**config.mk**
```make
export PLATFORM = sky130hd
export DESIGN_NAME = alu_core
export DESIGN_NICKNAME = d
export VERILOG_FILES = /design/src/hw/alu_pkg.sv /design/src/hw/alu_op_if.sv /design/src/hw/alu_core.sv /design/src/hw/alu_decoder.sv /design/src/hw/alu_execute.sv /design/src/hw/alu_writeback.sv
export VERILOG_INCLUDE_DIRS = /design/src /design/src/hw
export SDC_FILE = /design/constraint.sdc
export NUM_CORES = 1
export LEC_CHECK = 0
export BUFFER_PORTS_ARGS = -buffer_cell sky130_fd_sc_hd__clkbuf_2
export CORE_MARGIN = 8
export CORE_UTILIZATION = 36
export CTS_BUF_LIST = sky130_fd_sc_hd__clkbuf_16
export CTS_CLUSTER_DIAMETER = 200
export CTS_CLUSTER_SIZE = 10
export DETAILED_ROUTE_END_ITERATION = 10
export GPL_ROUTABILITY_DRIVEN = 0
export SETUP_SLACK_MARGIN = 0.1
export SLEW_MARGIN = 20
export SYNTH_ARGS = -nofsm -noshare
export SYNTH_HDL_FRONTEND = slang
export SYNTH_SLANG_ARGS = --single-unit
```
**constraint.sdc**
```tcl
create_clock -name clock -period 2.21 [get_ports clock]
set_clock_uncertainty 0.15 [all_clocks]
set_input_delay 0.221 -clock clock [delete_from_list [all_inputs] [get_ports clock]]
set_output_delay 0.221 -clock clock [all_outputs]
set_load 0.02 [all_outputs]
```
**src/hw/alu_params.svh**
```systemverilog
// ======================================
// Widths, opcode values and error patterns
// of the ALU, shared by package and RTL.
// Include before `default_nettype none
// ======================================
`ifndef ALU_PARAMS_SVH
`define ALU_PARAMS_SVH

`define ALU_DATA_W   32 // Data word
`define ALU_REG_W    5  // Register field of formats a and b
`define ALU_OPC_A_W  17 // Format a opcode
`define ALU_OPC_W    6  // Format b and c opcode
`define ALU_IMM_B_W  16 // Format b immediate, bits 21:6
`define ALU_IMM_C_W  26 // Format c immediate, bits 31:6
`define ALU_FLAG_W   6  // Live ccr bits

// Format a opcodes, function code sits in bits 12:6
`define ALU_OPC_ADD  17'h0_0040
`define ALU_OPC_SUB  17'h0_0100
`define ALU_OPC_AND  17'h0_0200
`define ALU_OPC_OR   17'h0_0240
`define ALU_OPC_NEG  17'h0_0280
`define ALU_OPC_XOR  17'h0_02C0
`define ALU_OPC_COMP 17'h0_0300
`define ALU_OPC_LSR  17'h0_0400
`define ALU_OPC_ASR  17'h0_0440
`define ALU_OPC_LSL  17'h0_04C0
`define ALU_OPC_ROR  17'h0_0640
`define ALU_OPC_ROL  17'h0_0680
`define ALU_OPC_MOVE 17'h0_0800

// Format b and c opcodes
`define ALU_OPC_NOP  6'b11_1111
`define ALU_OPC_LDI  6'b10_0010 // LD#, sign extended
`define ALU_OPC_LDUI 6'b10_0011 // LDU#, zero extended

// Results of rejected instructions
`define ALU_ERR_FMT_A  32'hFFFF_FFFF
`define ALU_ERR_FMT_B  32'hFFFF_FFFE
`define ALU_ERR_FMT_C  32'hFFFF_FFFD
`define ALU_ERR_FORMAT 32'hF0F0_F0F0

`endif

```
**src/hw/alu_pkg.sv**
```systemverilog
// ======================================
// ALU types: instruction word layouts,
// internal operations, faults, ccr bits
// ======================================
`include "alu_params.svh"
`default_nettype none

package alu_pkg;

	// Format a: two sources, destination, long opcode
	typedef struct packed {
		logic [`ALU_REG_W-1:0]   rsrc1;
		logic [`ALU_REG_W-1:0]   rsrc2;
		logic [`ALU_REG_W-1:0]   rdst;
		logic [`ALU_OPC_A_W-1:0] opcode;
	} alu_fmt_a_t;

	// Format b: two sources, immediate operand, short opcode
	typedef struct packed {
		logic [`ALU_REG_W-1:0]   rsrc1;
		logic [`ALU_REG_W-1:0]   rsrc2;
		logic [`ALU_IMM_B_W-1:0] imm;   // Only NOP is kept, field not used
		logic [`ALU_OPC_W-1:0]   opcode;
	} alu_fmt_b_t;

	// Format c: long immediate, short opcode
	typedef struct packed {
		logic [`ALU_IMM_C_W-1:0] imm;
		logic [`ALU_OPC_W-1:0]   opcode;
	} alu_fmt_c_t;

	// Same 32 bits, read per format
	typedef union packed {
		alu_fmt_a_t fmt_a;
		alu_fmt_b_t fmt_b;
		alu_fmt_c_t fmt_c;
	} alu_instr_u;

	typedef enum logic [1:0] {FMT_A, FMT_B, FMT_C, FMT_BAD} alu_format_e;

	typedef enum logic [3:0] {
		OP_ADD, OP_SUB, OP_AND, OP_OR, OP_NEG, OP_XOR, OP_COMP,
		OP_LSR, OP_ASR, OP_LSL, OP_ROR, OP_ROL,
		OP_MOVE,
		OP_LOAD, // Result is operand a
		OP_NOP
	} alu_op_e;

	typedef enum logic [1:0] {FAULT_NONE, FAULT_INR, FAULT_IFNR} alu_fault_e;

	// ccr bit positions
	localparam int CCR_C    = 0;
	localparam int CCR_N    = 1;
	localparam int CCR_V    = 2;
	localparam int CCR_Z    = 3;
	localparam int CCR_INR  = 4;
	localparam int CCR_IFNR = 5;

endpackage

`default_nettype wire

```
**src/hw/alu_op_if.sv**
```systemverilog
// ======================================
// Decoder to execute and execute to
// writeback buses, valid strobe only
// ======================================
`include "alu_params.svh"
`default_nettype none

interface alu_op_if import alu_pkg::*; ();
	logic                   valid;     // One cycle per enabled instruction
	alu_op_e                op;
	logic [`ALU_DATA_W-1:0] operand_a; // Error pattern on a fault
	logic [`ALU_DATA_W-1:0] operand_b;
	alu_fault_e             fault;

	modport source (output valid, op, operand_a, operand_b, fault);
	modport sink   (input  valid, op, operand_a, operand_b, fault);
endinterface

interface alu_result_if import alu_pkg::*; ();
	logic                   valid;
	logic                   hold;        // NOP, keep rz and ccr
	logic [`ALU_DATA_W-1:0] result;
	logic                   carry;
	logic                   carry_write; // Shifts and rotates only
	logic                   overflow;
	alu_fault_e             fault;

	modport source (output valid, hold, result, carry, carry_write, overflow, fault);
	modport sink   (input  valid, hold, result, carry, carry_write, overflow, fault);
endinterface

`default_nettype wire

```
**src/hw/alu_core.sv**
```systemverilog
// ======================================
// ALU top level. One enable per instruction,
// rz and ccr valid one cycle later
// ======================================
`include "alu_params.svh"
`default_nettype none

module alu_core import alu_pkg::*; (
	input  logic                   clock,
	input  logic                   rst_n,
	input  logic                   enable,
	input  logic [1:0]             format,      // 0 a, 1 b, 2 c
	input  logic [`ALU_DATA_W-1:0] instruction,
	input  logic [`ALU_DATA_W-1:0] ra,
	input  logic [`ALU_DATA_W-1:0] rb,
	output logic [`ALU_DATA_W-1:0] rz,
	output logic [`ALU_DATA_W-1:0] ccr,
	output logic                   result_valid
);

	logic carry_flag;

	alu_op_if     op_bus ();
	alu_result_if res_bus ();

	alu_decoder i_decoder (
		.enable      (enable),
		.format      (alu_format_e'(format)),
		.instruction (alu_instr_u'(instruction)),
		.ra          (ra),
		.rb          (rb),
		.op_bus      (op_bus)
	);

	alu_execute i_execute (
		.op_bus   (op_bus),
		.carry_in (carry_flag),
		.res_bus  (res_bus)
	);

	alu_writeback i_writeback (
		.clock        (clock),
		.rst_n        (rst_n),
		.res_bus      (res_bus),
		.carry_flag   (carry_flag),
		.rz           (rz),
		.ccr          (ccr),
		.result_valid (result_valid)
	);

endmodule

`default_nettype wire

```
**src/hw/alu_decoder.sv**
```systemverilog
// ======================================
// Instruction decoder, combinational.
// Picks the format layout, maps the opcode
// to an operation, or to a fault load
// ======================================
`include "alu_params.svh"
`default_nettype none

module alu_decoder import alu_pkg::*; (
	input  logic                   enable,
	input  alu_format_e            format,
	input  alu_instr_u             instruction,
	input  logic [`ALU_DATA_W-1:0] ra,
	input  logic [`ALU_DATA_W-1:0] rb,
	alu_op_if.source               op_bus
);

	localparam int EXT_W = `ALU_DATA_W - `ALU_IMM_C_W; // Extension bits for LD#, LDU#

	logic [`ALU_DATA_W-1:0] imm_sext;
	logic [`ALU_DATA_W-1:0] imm_zext;

	assign imm_sext = {{EXT_W{instruction.fmt_c.imm[`ALU_IMM_C_W-1]}}, instruction.fmt_c.imm};
	assign imm_zext = {{EXT_W{1'b0}}, instruction.fmt_c.imm};

	always_comb begin
		op_bus.valid     = enable;
		op_bus.op        = OP_NOP;
		op_bus.operand_a = ra;
		op_bus.operand_b = rb;
		op_bus.fault     = FAULT_NONE;
		case (format)
			FMT_A: begin
				case (instruction.fmt_a.opcode)
					`ALU_OPC_ADD:  op_bus.op = OP_ADD;
					`ALU_OPC_SUB:  op_bus.op = OP_SUB;
					`ALU_OPC_AND:  op_bus.op = OP_AND;
					`ALU_OPC_OR:   op_bus.op = OP_OR;
					`ALU_OPC_NEG:  op_bus.op = OP_NEG;
					`ALU_OPC_XOR:  op_bus.op = OP_XOR;
					`ALU_OPC_COMP: op_bus.op = OP_COMP;
					`ALU_OPC_LSR:  op_bus.op = OP_LSR;
					`ALU_OPC_ASR:  op_bus.op = OP_ASR;
					`ALU_OPC_LSL:  op_bus.op = OP_LSL;
					`ALU_OPC_ROR:  op_bus.op = OP_ROR;
					`ALU_OPC_ROL:  op_bus.op = OP_ROL;
					`ALU_OPC_MOVE: op_bus.op = OP_MOVE;
					default: begin // Includes LBI and LDRI
						op_bus.op        = OP_LOAD;
						op_bus.operand_a = `ALU_ERR_FMT_A;
						op_bus.fault     = FAULT_INR;
					end
				endcase
			end
			FMT_B: begin
				// NOP is the only format b instruction left
				if (instruction.fmt_b.opcode != `ALU_OPC_NOP) begin
					op_bus.op        = OP_LOAD;
					op_bus.operand_a = `ALU_ERR_FMT_B;
					op_bus.fault     = FAULT_INR;
				end
			end
			FMT_C: begin
				case (instruction.fmt_c.opcode)
					`ALU_OPC_NOP: op_bus.op = OP_NOP;
					`ALU_OPC_LDI: begin
						op_bus.op        = OP_LOAD;
						op_bus.operand_a = imm_sext;
					end
					`ALU_OPC_LDUI: begin
						op_bus.op        = OP_LOAD;
						op_bus.operand_a = imm_zext;
					end
					default: begin
						op_bus.op        = OP_LOAD;
						op_bus.operand_a = `ALU_ERR_FMT_C;
						op_bus.fault     = FAULT_INR;
					end
				endcase
			end
			default: begin // Format 3 does not exist
				op_bus.op        = OP_LOAD;
				op_bus.operand_a = `ALU_ERR_FORMAT;
				op_bus.fault     = FAULT_IFNR;
			end
		endcase
	end

endmodule

`default_nettype wire

```
**src/hw/alu_execute.sv**
```systemverilog
// ======================================
// Execute stage, combinational. Result,
// shifted-out carry and signed overflow
// of one decoded operation
// ======================================
`include "alu_params.svh"
`default_nettype none

module alu_execute import alu_pkg::*; (
	alu_op_if.sink       op_bus,
	input  logic         carry_in, // Current C flag, fills rotates
	alu_result_if.source res_bus
);

	localparam int MSB = `ALU_DATA_W - 1;

	logic [`ALU_DATA_W-1:0] a;
	logic [`ALU_DATA_W-1:0] b;
	logic [`ALU_DATA_W-1:0] result;
	logic                   carry;
	logic                   carry_write;
	logic                   overflow;

	assign a = op_bus.operand_a;
	assign b = op_bus.operand_b;

	always_comb begin
		result      = '0;
		carry       = carry_in;
		carry_write = 1'b0;
		overflow    = 1'b0; // Cleared by all but ADD and SUB
		case (op_bus.op)
			OP_ADD: begin
				result   = a + b; // Wraps
				overflow = (a[MSB] == b[MSB]) && (result[MSB] != a[MSB]);
			end
			OP_SUB: begin
				result   = a - b;
				overflow = (a[MSB] != b[MSB]) && (result[MSB] != a[MSB]);
			end
			OP_AND:  result = a & b;
			OP_OR:   result = a | b;
			OP_NEG:  result = -a; // Two's complement
			OP_XOR:  result = a ^ b;
			OP_COMP: result = ~a; // One's complement
			OP_LSR: begin
				result      = a >> 1;
				carry       = a[0];
				carry_write = 1'b1;
			end
			OP_ASR: begin
				result      = $signed(a) >>> 1; // Sign fills bit 31
				carry       = a[0];
				carry_write = 1'b1;
			end
			OP_LSL: begin
				result      = a << 1;
				carry       = a[MSB];
				carry_write = 1'b1;
			end
			OP_ROR: begin
				result      = {carry_in, a[MSB:1]}; // Rotate through C
				carry       = a[0];
				carry_write = 1'b1;
			end
			OP_ROL: begin
				result      = {a[MSB-1:0], carry_in};
				carry       = a[MSB];
				carry_write = 1'b1;
			end
			OP_MOVE, OP_LOAD: result = a;
			default: result = '0; // NOP, nothing written
		endcase
	end

	assign res_bus.valid       = op_bus.valid;
	assign res_bus.hold        = (op_bus.op == OP_NOP);
	assign res_bus.result      = result;
	assign res_bus.carry       = carry;
	assign res_bus.carry_write = carry_write;
	assign res_bus.overflow    = overflow;
	assign res_bus.fault       = op_bus.fault;

endmodule

`default_nettype wire

```
**src/hw/alu_writeback.sv**
```systemverilog
// ======================================
// Writeback registers: rz, the six ccr
// flags and the result_valid pulse
// ======================================
`include "alu_params.svh"
`default_nettype none

module alu_writeback import alu_pkg::*; (
	input  logic                   clock,
	input  logic                   rst_n,
	alu_result_if.sink             res_bus,
	output logic                   carry_flag, // Back to execute for rotates
	output logic [`ALU_DATA_W-1:0] rz,
	output logic [`ALU_DATA_W-1:0] ccr,
	output logic                   result_valid
);

	logic [`ALU_FLAG_W-1:0] flags;

	always_ff @(posedge clock or negedge rst_n) begin
		if (!rst_n) begin
			rz           <= '0;
			flags        <= '0;
			result_valid <= 1'b0;
		end else begin
			result_valid <= res_bus.valid; // NOP pulses too
			if (res_bus.valid && !res_bus.hold) begin
				rz                <= res_bus.result;
				flags[CCR_Z]      <= (res_bus.result == '0);
				flags[CCR_N]      <= res_bus.result[`ALU_DATA_W-1];
				flags[CCR_V]      <= res_bus.overflow;
				flags[CCR_INR]    <= (res_bus.fault == FAULT_INR);
				flags[CCR_IFNR]   <= (res_bus.fault == FAULT_IFNR);
				if (res_bus.carry_write) begin
					flags[CCR_C] <= res_bus.carry; // C held unless shifted
				end
			end
		end
	end

	assign carry_flag = flags[CCR_C];
	assign ccr        = {{(`ALU_DATA_W - `ALU_FLAG_W){1'b0}}, flags}; // Upper bits spare

endmodule

`default_nettype wire

```
[Yosys cells after proc, flatten, opt, wreduce, memory -nomap -nowiden]
Cells that the tools add are included.
Word-level totals
  logic and storage cells: 81
  bits of input ports: 101
  memory bits (writable): 0
  memories kept: 0
  bits in latches: 0
  flip-flop bits (word level): 39
  memory bits (read-only): 0
  output and inout port bits: 65
Operators by class
  add/sub/neg operators: 3
  bitwise operators: 4
  equal/unequal tests: 39
  reduce and logical (&&, ||, !) cells: 15
  mux-type cells: 16
  shift-type cells: 0
  divide/modulo/power cells: 0
  order comparisons: 0
  multiply operators: 0
Operators by type and width (count)
  32-bit case mux with 13 select lines: 1
  32-bit case mux with 3 select lines: 2
  17-bit by 10-bit equality test with 1-bit output, second input constant: 5
  17-bit by 11-bit equality test with 1-bit output, second input constant: 5
  32-bit two-way mux: 2
  4-bit case mux with 13 select lines: 1
  32-bit adder: 1
  32-bit bitwise AND: 1
  32-bit logical NOT: 1
  32-bit negator: 1
  32-bit inverter: 1
  32-bit bitwise OR: 1
  32-bit subtractor: 1
  32-bit bitwise XOR: 1
  4-bit equality test, second input constant: 7
  6-bit equality test, second input constant: 3
  17-bit by 12-bit equality test with 1-bit output, second input constant: 1
  17-bit by 7-bit equality test with 1-bit output, second input constant: 1
  17-bit by 9-bit equality test with 1-bit output, second input constant: 1
  4-bit by 3-bit equality test with 1-bit output, second input constant: 4
  13-bit OR reduction: 1
  4-bit case mux with 3 select lines: 1
  4-bit by 2-bit equality test with 1-bit output, second input constant: 2
  6-bit != test, second input constant: 1
  18 further kinds: 31

[Logic depth before layout (Yosys ltp)]
  word-level depth: 8
  gate-level depth with buffers: 27
  gate-level depth less buffers: 25

[By module]
Synthesis repeated with hierarchy kept, for this count alone.
Unflattened totals
  cell total of the unflattened synthesis: 1439
  area total of the unflattened synthesis: 10123.5 µm²
Modules (own cells, without submodules)
  alu_execute: cells an instance 1076, area each 6905.4 µm², instances 1, sequential area each 0.0 µm²
  alu_writeback: cells an instance 126, area each 1734.2 µm², instances 1, sequential area each 950.9 µm²
  alu_decoder: cells an instance 237, area each 1483.9 µm², instances 1, sequential area each 0.0 µm²

[Worst setup path after synthesis]
Ideal clock, no wire load.
  path kind: in2reg
  start: input format[1]
  end: register i_writeback.flags[3]
  stages: 25
  data arrival time: 5.072 ns
  required time: 1.984 ns
  setup slack: -3.088 ns
  setup time: 0.076 ns
  buffers on the path: 4
  path through: inv_1 > ha_1 > buf_4 > or2_1 > buf_2 > buf_4 > a221oi_1 > and2_1 > clkbuf_1 > nand2_1 > ha_1 > or4_1 > or3b_2 > a31oi_1 > nor4_1 > o311ai_0 > a221oi_1 > nor2_1 > xor2_1 > a211o_1 > nor4_2 > nand4_1 > nor4_1 > nand4_1 > o21ai_1
On the way
  cells in the longest elaborated chain, start to end: 6
  elaborated cells on any way between the ends: 32
  classes of those cells: add/sub (3); eq/ne (16); mux (3); bitwise (4); reduce/logical (6)
Ends and longest elaborated chain
  from (decl): RTL line alu_core.sv:12  | input logic [1:0] format,
  branches (longest 6 deep; another with 32-bit negator)
  to (signal, indexed assignment): RTL line alu_writeback.sv:29  | flags[CCR_Z] <= (res_bus.result == '0);
  to (signal, indexed assignment): RTL line alu_writeback.sv:30  | flags[CCR_N] <= res_bus.result[`ALU_DATA_W-1];
  to (signal, indexed assignment): RTL line alu_writeback.sv:31  | flags[CCR_V] <= res_bus.overflow;
  to (decl): RTL line alu_writeback.sv:18  | logic [`ALU_FLAG_W-1:0] flags;
Parallel ways; which one is timed is not known.
A chain may end at the register's enable or synchronous reset.

[Final worst setup path]
  start: input instruction[10]
  end: register i_writeback.flags[3]
On the way
  cells in the longest elaborated chain, start to end: 7
  elaborated cells on any way between the ends: 46
  classes of those cells: add/sub (3); eq/ne (27); mux (6); bitwise (4); reduce/logical (6)
Ends and longest elaborated chain
  from (decl): RTL line alu_core.sv:13  | input logic [`ALU_DATA_W-1:0] instruction,
  17-bit by 7-bit equality test with 1-bit output, or another cell as far along: RTL line alu_decoder.sv:34  | case (instruction.fmt_a.opcode)
  13-bit OR reduction (no line) / 4-bit case mux with 13 select lines (equally long branches)
  32-bit two-way mux / 4-bit case mux with 3 select lines (equally long branches): RTL line alu_decoder.sv:34, alu_decoder.sv:32
  32-bit case mux with 3 select lines / 4-bit equality test (equally long branches): RTL line alu_decoder.sv:32, alu_execute.sv:32
  32-bit negator, or another cell as far along: RTL line alu_execute.sv:43  | OP_NEG: result = -a;
  32-bit case mux with 13 select lines: RTL line alu_execute.sv:32  | case (op_bus.op)
  32-bit logical NOT: RTL line alu_writeback.sv:29
Several ways; a longest one is shown, not always the timed one.

==> impl_metrics.toml <==
[outcome]
status = "finished, violations left"
violations = "negative setup slack"

[finish]
fin_cells = 2631
layout.nets = 2441
layout_commonest_cell = "buf_4"
final_cell_mix = "664 x buf_4, 130 x clkbuf_2, 124 x nor2_1"
fin_area_um2 = 18800
fin_util_pct = 67.2
drive_gt1_share_pct = 52.4
area_growth_pct = 83.1

[clocking]
root_buffer = "clkbuf_16"
clock-sinks = 38
cts_buffer_depth = 2
clk_latency_ps = 280
path_clk_slew_ps = 60
cts_tree = "yes"
h-tree-depth = 2
numCtsBuffers = 5

[floorplanning]
die_h_um = 185
die_x_um = 185
rows = 61
dieArea_um2 = 34100
ioPinCount = 166
start_util_pct = 36.7
coreArea_um2 = 27900

[placement]
placed_cell_area_um2 = 15700
placed_cells = 2500
port_buffers = 139
dp_hpwl_um = 43100

[critical_path]
critical_path_peak_fanout = 7
r2r_cells = 12
r2r-start = "i_writeback.flags[0]"
r2r_end = "i_writeback.flags[3]"
slowest_stage = "or4_4"
end_kind = "register"
critPathMaxStageDelay_ps = 490
worstSetupPathType = "input pin to register"
regToRegSetupSlack_ps = -550
arrival_ps = 5150
cp_cell_sequence = "clkbuf_16 -> o21ai_0 -> o311ai_4 -> a22o_4 -> buf_4 -> a211oi_4 -> inv_2 -> ha_4 -> or4_4 -> or3b_4 -> a31oi_4 -> nor4_4 -> buf_4 -> o31a_1 -> o21ai_4 -> o311ai_4 -> a41o_1 -> a211oi_2 -> o21ai_1 -> nor4_2 -> nand4_1 -> o21ai_1"
cp-start-kind = "input pin"
cp.required_ps = 2270

[hold_path]
hp-class = "register to register"
hold_depth = 2
min_to = "i_writeback.rz[2]"
min_from = "i_writeback.rz[2]"

[logic_synthesis]
synth.distinct_cells = 111
synth_top_family_by_area = "compound AO/OA/AOI/OAI gates"
async_reset_ff_share_pct = 100
synth_warnings = 0
syn_area_per_cell_um2 = 6.97
ys_ff_latch = 38
synth_xor_area_share_pct = 4.53
synth_ff_type = "dfrtp_1"
synth_simple_gate_area_share_pct = 25.7
muxShareOfSynthArea_pct = 2.99
syn_inst = 1469
synth_area_um2 = 10200
synth_edf_count = 0
synthAdderAreaFrac_pct = 11.0
ys_seq_area_share_pct = 9.28
synth_compound_area_share_pct = 36.5

[grt]
grt_pass1_vias = 15500
grt_usage_pct = 31.6
grt_first_pass_wirelength_um = 85600
grt_max_degree = 39
grt_overflow = 0
grt_antenna_before_repair = 0

[timing]
finalHoldViolations = 0
period_needed_ps = 5090
setup_ws_ps = -2880
tightestPinTransition_ps = 671
rsz0062_at_grt = "yes"
finalSetupViolCount = 37
relSlewSlack_pct = 54.8
max_freq_mhz = 197
drv_slew = 0
fin_setup_tns_ps = -73940
fin_crit_sh_pct = 230

[power]
leakagePower_nw = 8.72
powerDensity_nw_per_um2 = 421
ir_drop_v = 0.000346

[run]
max-cap-violations = 0

[detailed_routing]
drc = 0
via_per_inst = 6.09
wirelength_um = 58500
ant_nets = 0
routed-via-count = 16000
first_iter_violations = 2322
drt-wirelength-per-cell_um = 22.2
drt_first_pass_iters = 10
synth_stat cells, types with 13 or more instances:
| cell | number | share of area (%) |
|---|---|---|
| nand3_1 | 40 | 2.0 |
| dfrtp_1 | 38 | 9.3 |
| and3_1 | 22 | 1.3 |
| mux2i_1 | 16 | 1.6 |
| a21oi_1 | 100 | 4.9 |
| a22oi_1 | 17 | 1.2 |
| nand2_1 | 133 | 4.9 |
| nand2b_1 | 14 | 0.85 |
| a221oi_1 | 15 | 1.3 |
| nor4_1 | 17 | 1.0 |
| nor2_1 | 135 | 4.9 |
| a21o_1 | 18 | 1.3 |
| o21ai_1 | 18 | 0.88 |
| buf_2 | 19 | 0.93 |
| nand4_1 | 15 | 0.92 |
| ha_1 | 87 | 11 |
| a211oi_1 | 24 | 1.8 |
| o21ai_0 | 97 | 4.7 |
| inv_1 | 88 | 3.2 |
| nor3_1 | 50 | 2.4 |
| mux2_2 | 13 | 1.4 |
| xnor2_1 | 43 | 3.7 |
| clkbuf_1 | 55 | 2.0 |
| buf_4 | 39 | 2.9 |
| o31ai_1 | 13 | 0.95 |
| nor2b_1 | 16 | 0.98 |
| a31oi_1 | 18 | 1.1 |
| o22ai_1 | 24 | 1.5 |
| o211ai_1 | 23 | 1.7 |
sequential cells by signal (all words and copies together) (netlist names):
signal,flops
i_writeback.rz,31
i_writeback.result_valid,1
i_writeback.flags,6
routing by layer:
metal  up-vias  share of wire [%]  GRT usage (%)  routed length, um
met4         0                6.4           14.2               3770
met2      1280                 42           49.3              24600
li1       6997                  -              -                  -
met1      7393                 38           40.0              22300
met5         -                  0              0                  0
met3       364                 13           8.76               7760
cell families after synthesis:
group,Yosys count
buffers and inverters,217
XOR/XNOR,53
adder cells (fa/ha/maj),89
AND/OR/NAND/NOR,518
AO/OA/AOI/OAI,524
other,1
multiplexers,29
flip-flops,38
final cells by class:
cell class | count | area (um2)
Multi-Input combinational cell | 1239 | 10100
Clock buffer | 5 | 125
Inverter | 94 | 373
Clock inverter | 3 | 12.5
Sequential cell | 38 | 951
Antenna cell | 1 | 2.50
Timing Repair Buffer | 873 | 6740
Fill cell | 2184 | 9170
Tap cell | 378 | 473
where the power goes:
group / internal (mW) / leakage, nW / switching, mW
Clock: 0.408 / 0.0724 / 0.276
Sequential: 0.820 / 0.451 / 0.0742
Combinational: 2.97 / 8.19 / 3.35
metrics by stage:
stage	setup slack (ps)	power, mW	hold WS, ps
final	-2880	7.90	328
after global routing	-3040	8.23	361
after CTS	-2790	7.19	337
after detailed placement	-3440	5.75	146
after global placement	-3390	5.67	144
after floorplan	-2640	3.42	-225
timing repair:
item | in CTS | in global routing
endpoints found under the setup margin | 37 | 37
hold buffers | 2 | 0
buffers inserted | 96 | 41
endpoints found under the hold margin | 39 | 0
pin swaps | 98 | 107
gates resized for setup | 270 | 151
gates cloned | 6 | 0
worst max-delay path: cells and delay by family:
kind	cells	cell delay, ps
AO/OA/AOI/OAI	12	2780
AND/OR/NAND/NOR	5	1400
buffers and inverters	4	550
adder cells (fa/ha/maj)	1	180
worst max path at each step:
| stage | endpoint | start | cells past startpoint |
|---|---|---|---|
| 4_1_cts | i_writeback.flags[3] | instruction[4] | 22 |
| 2_1_floorplan | i_writeback.flags[3] | instruction[1] | 22 |
| 5_1_grt | i_writeback.flags[3] | instruction[8] | 22 |
| 3_3_place_gp | i_writeback.flags[3] | format[0] | 26 |
| 3_5_place_dp | i_writeback.flags[3] | format[0] | 26 |
| 6_report | i_writeback.flags[3] | instruction[10] | 22 |
No activity file was read; power rests on OpenSTA's default activity.
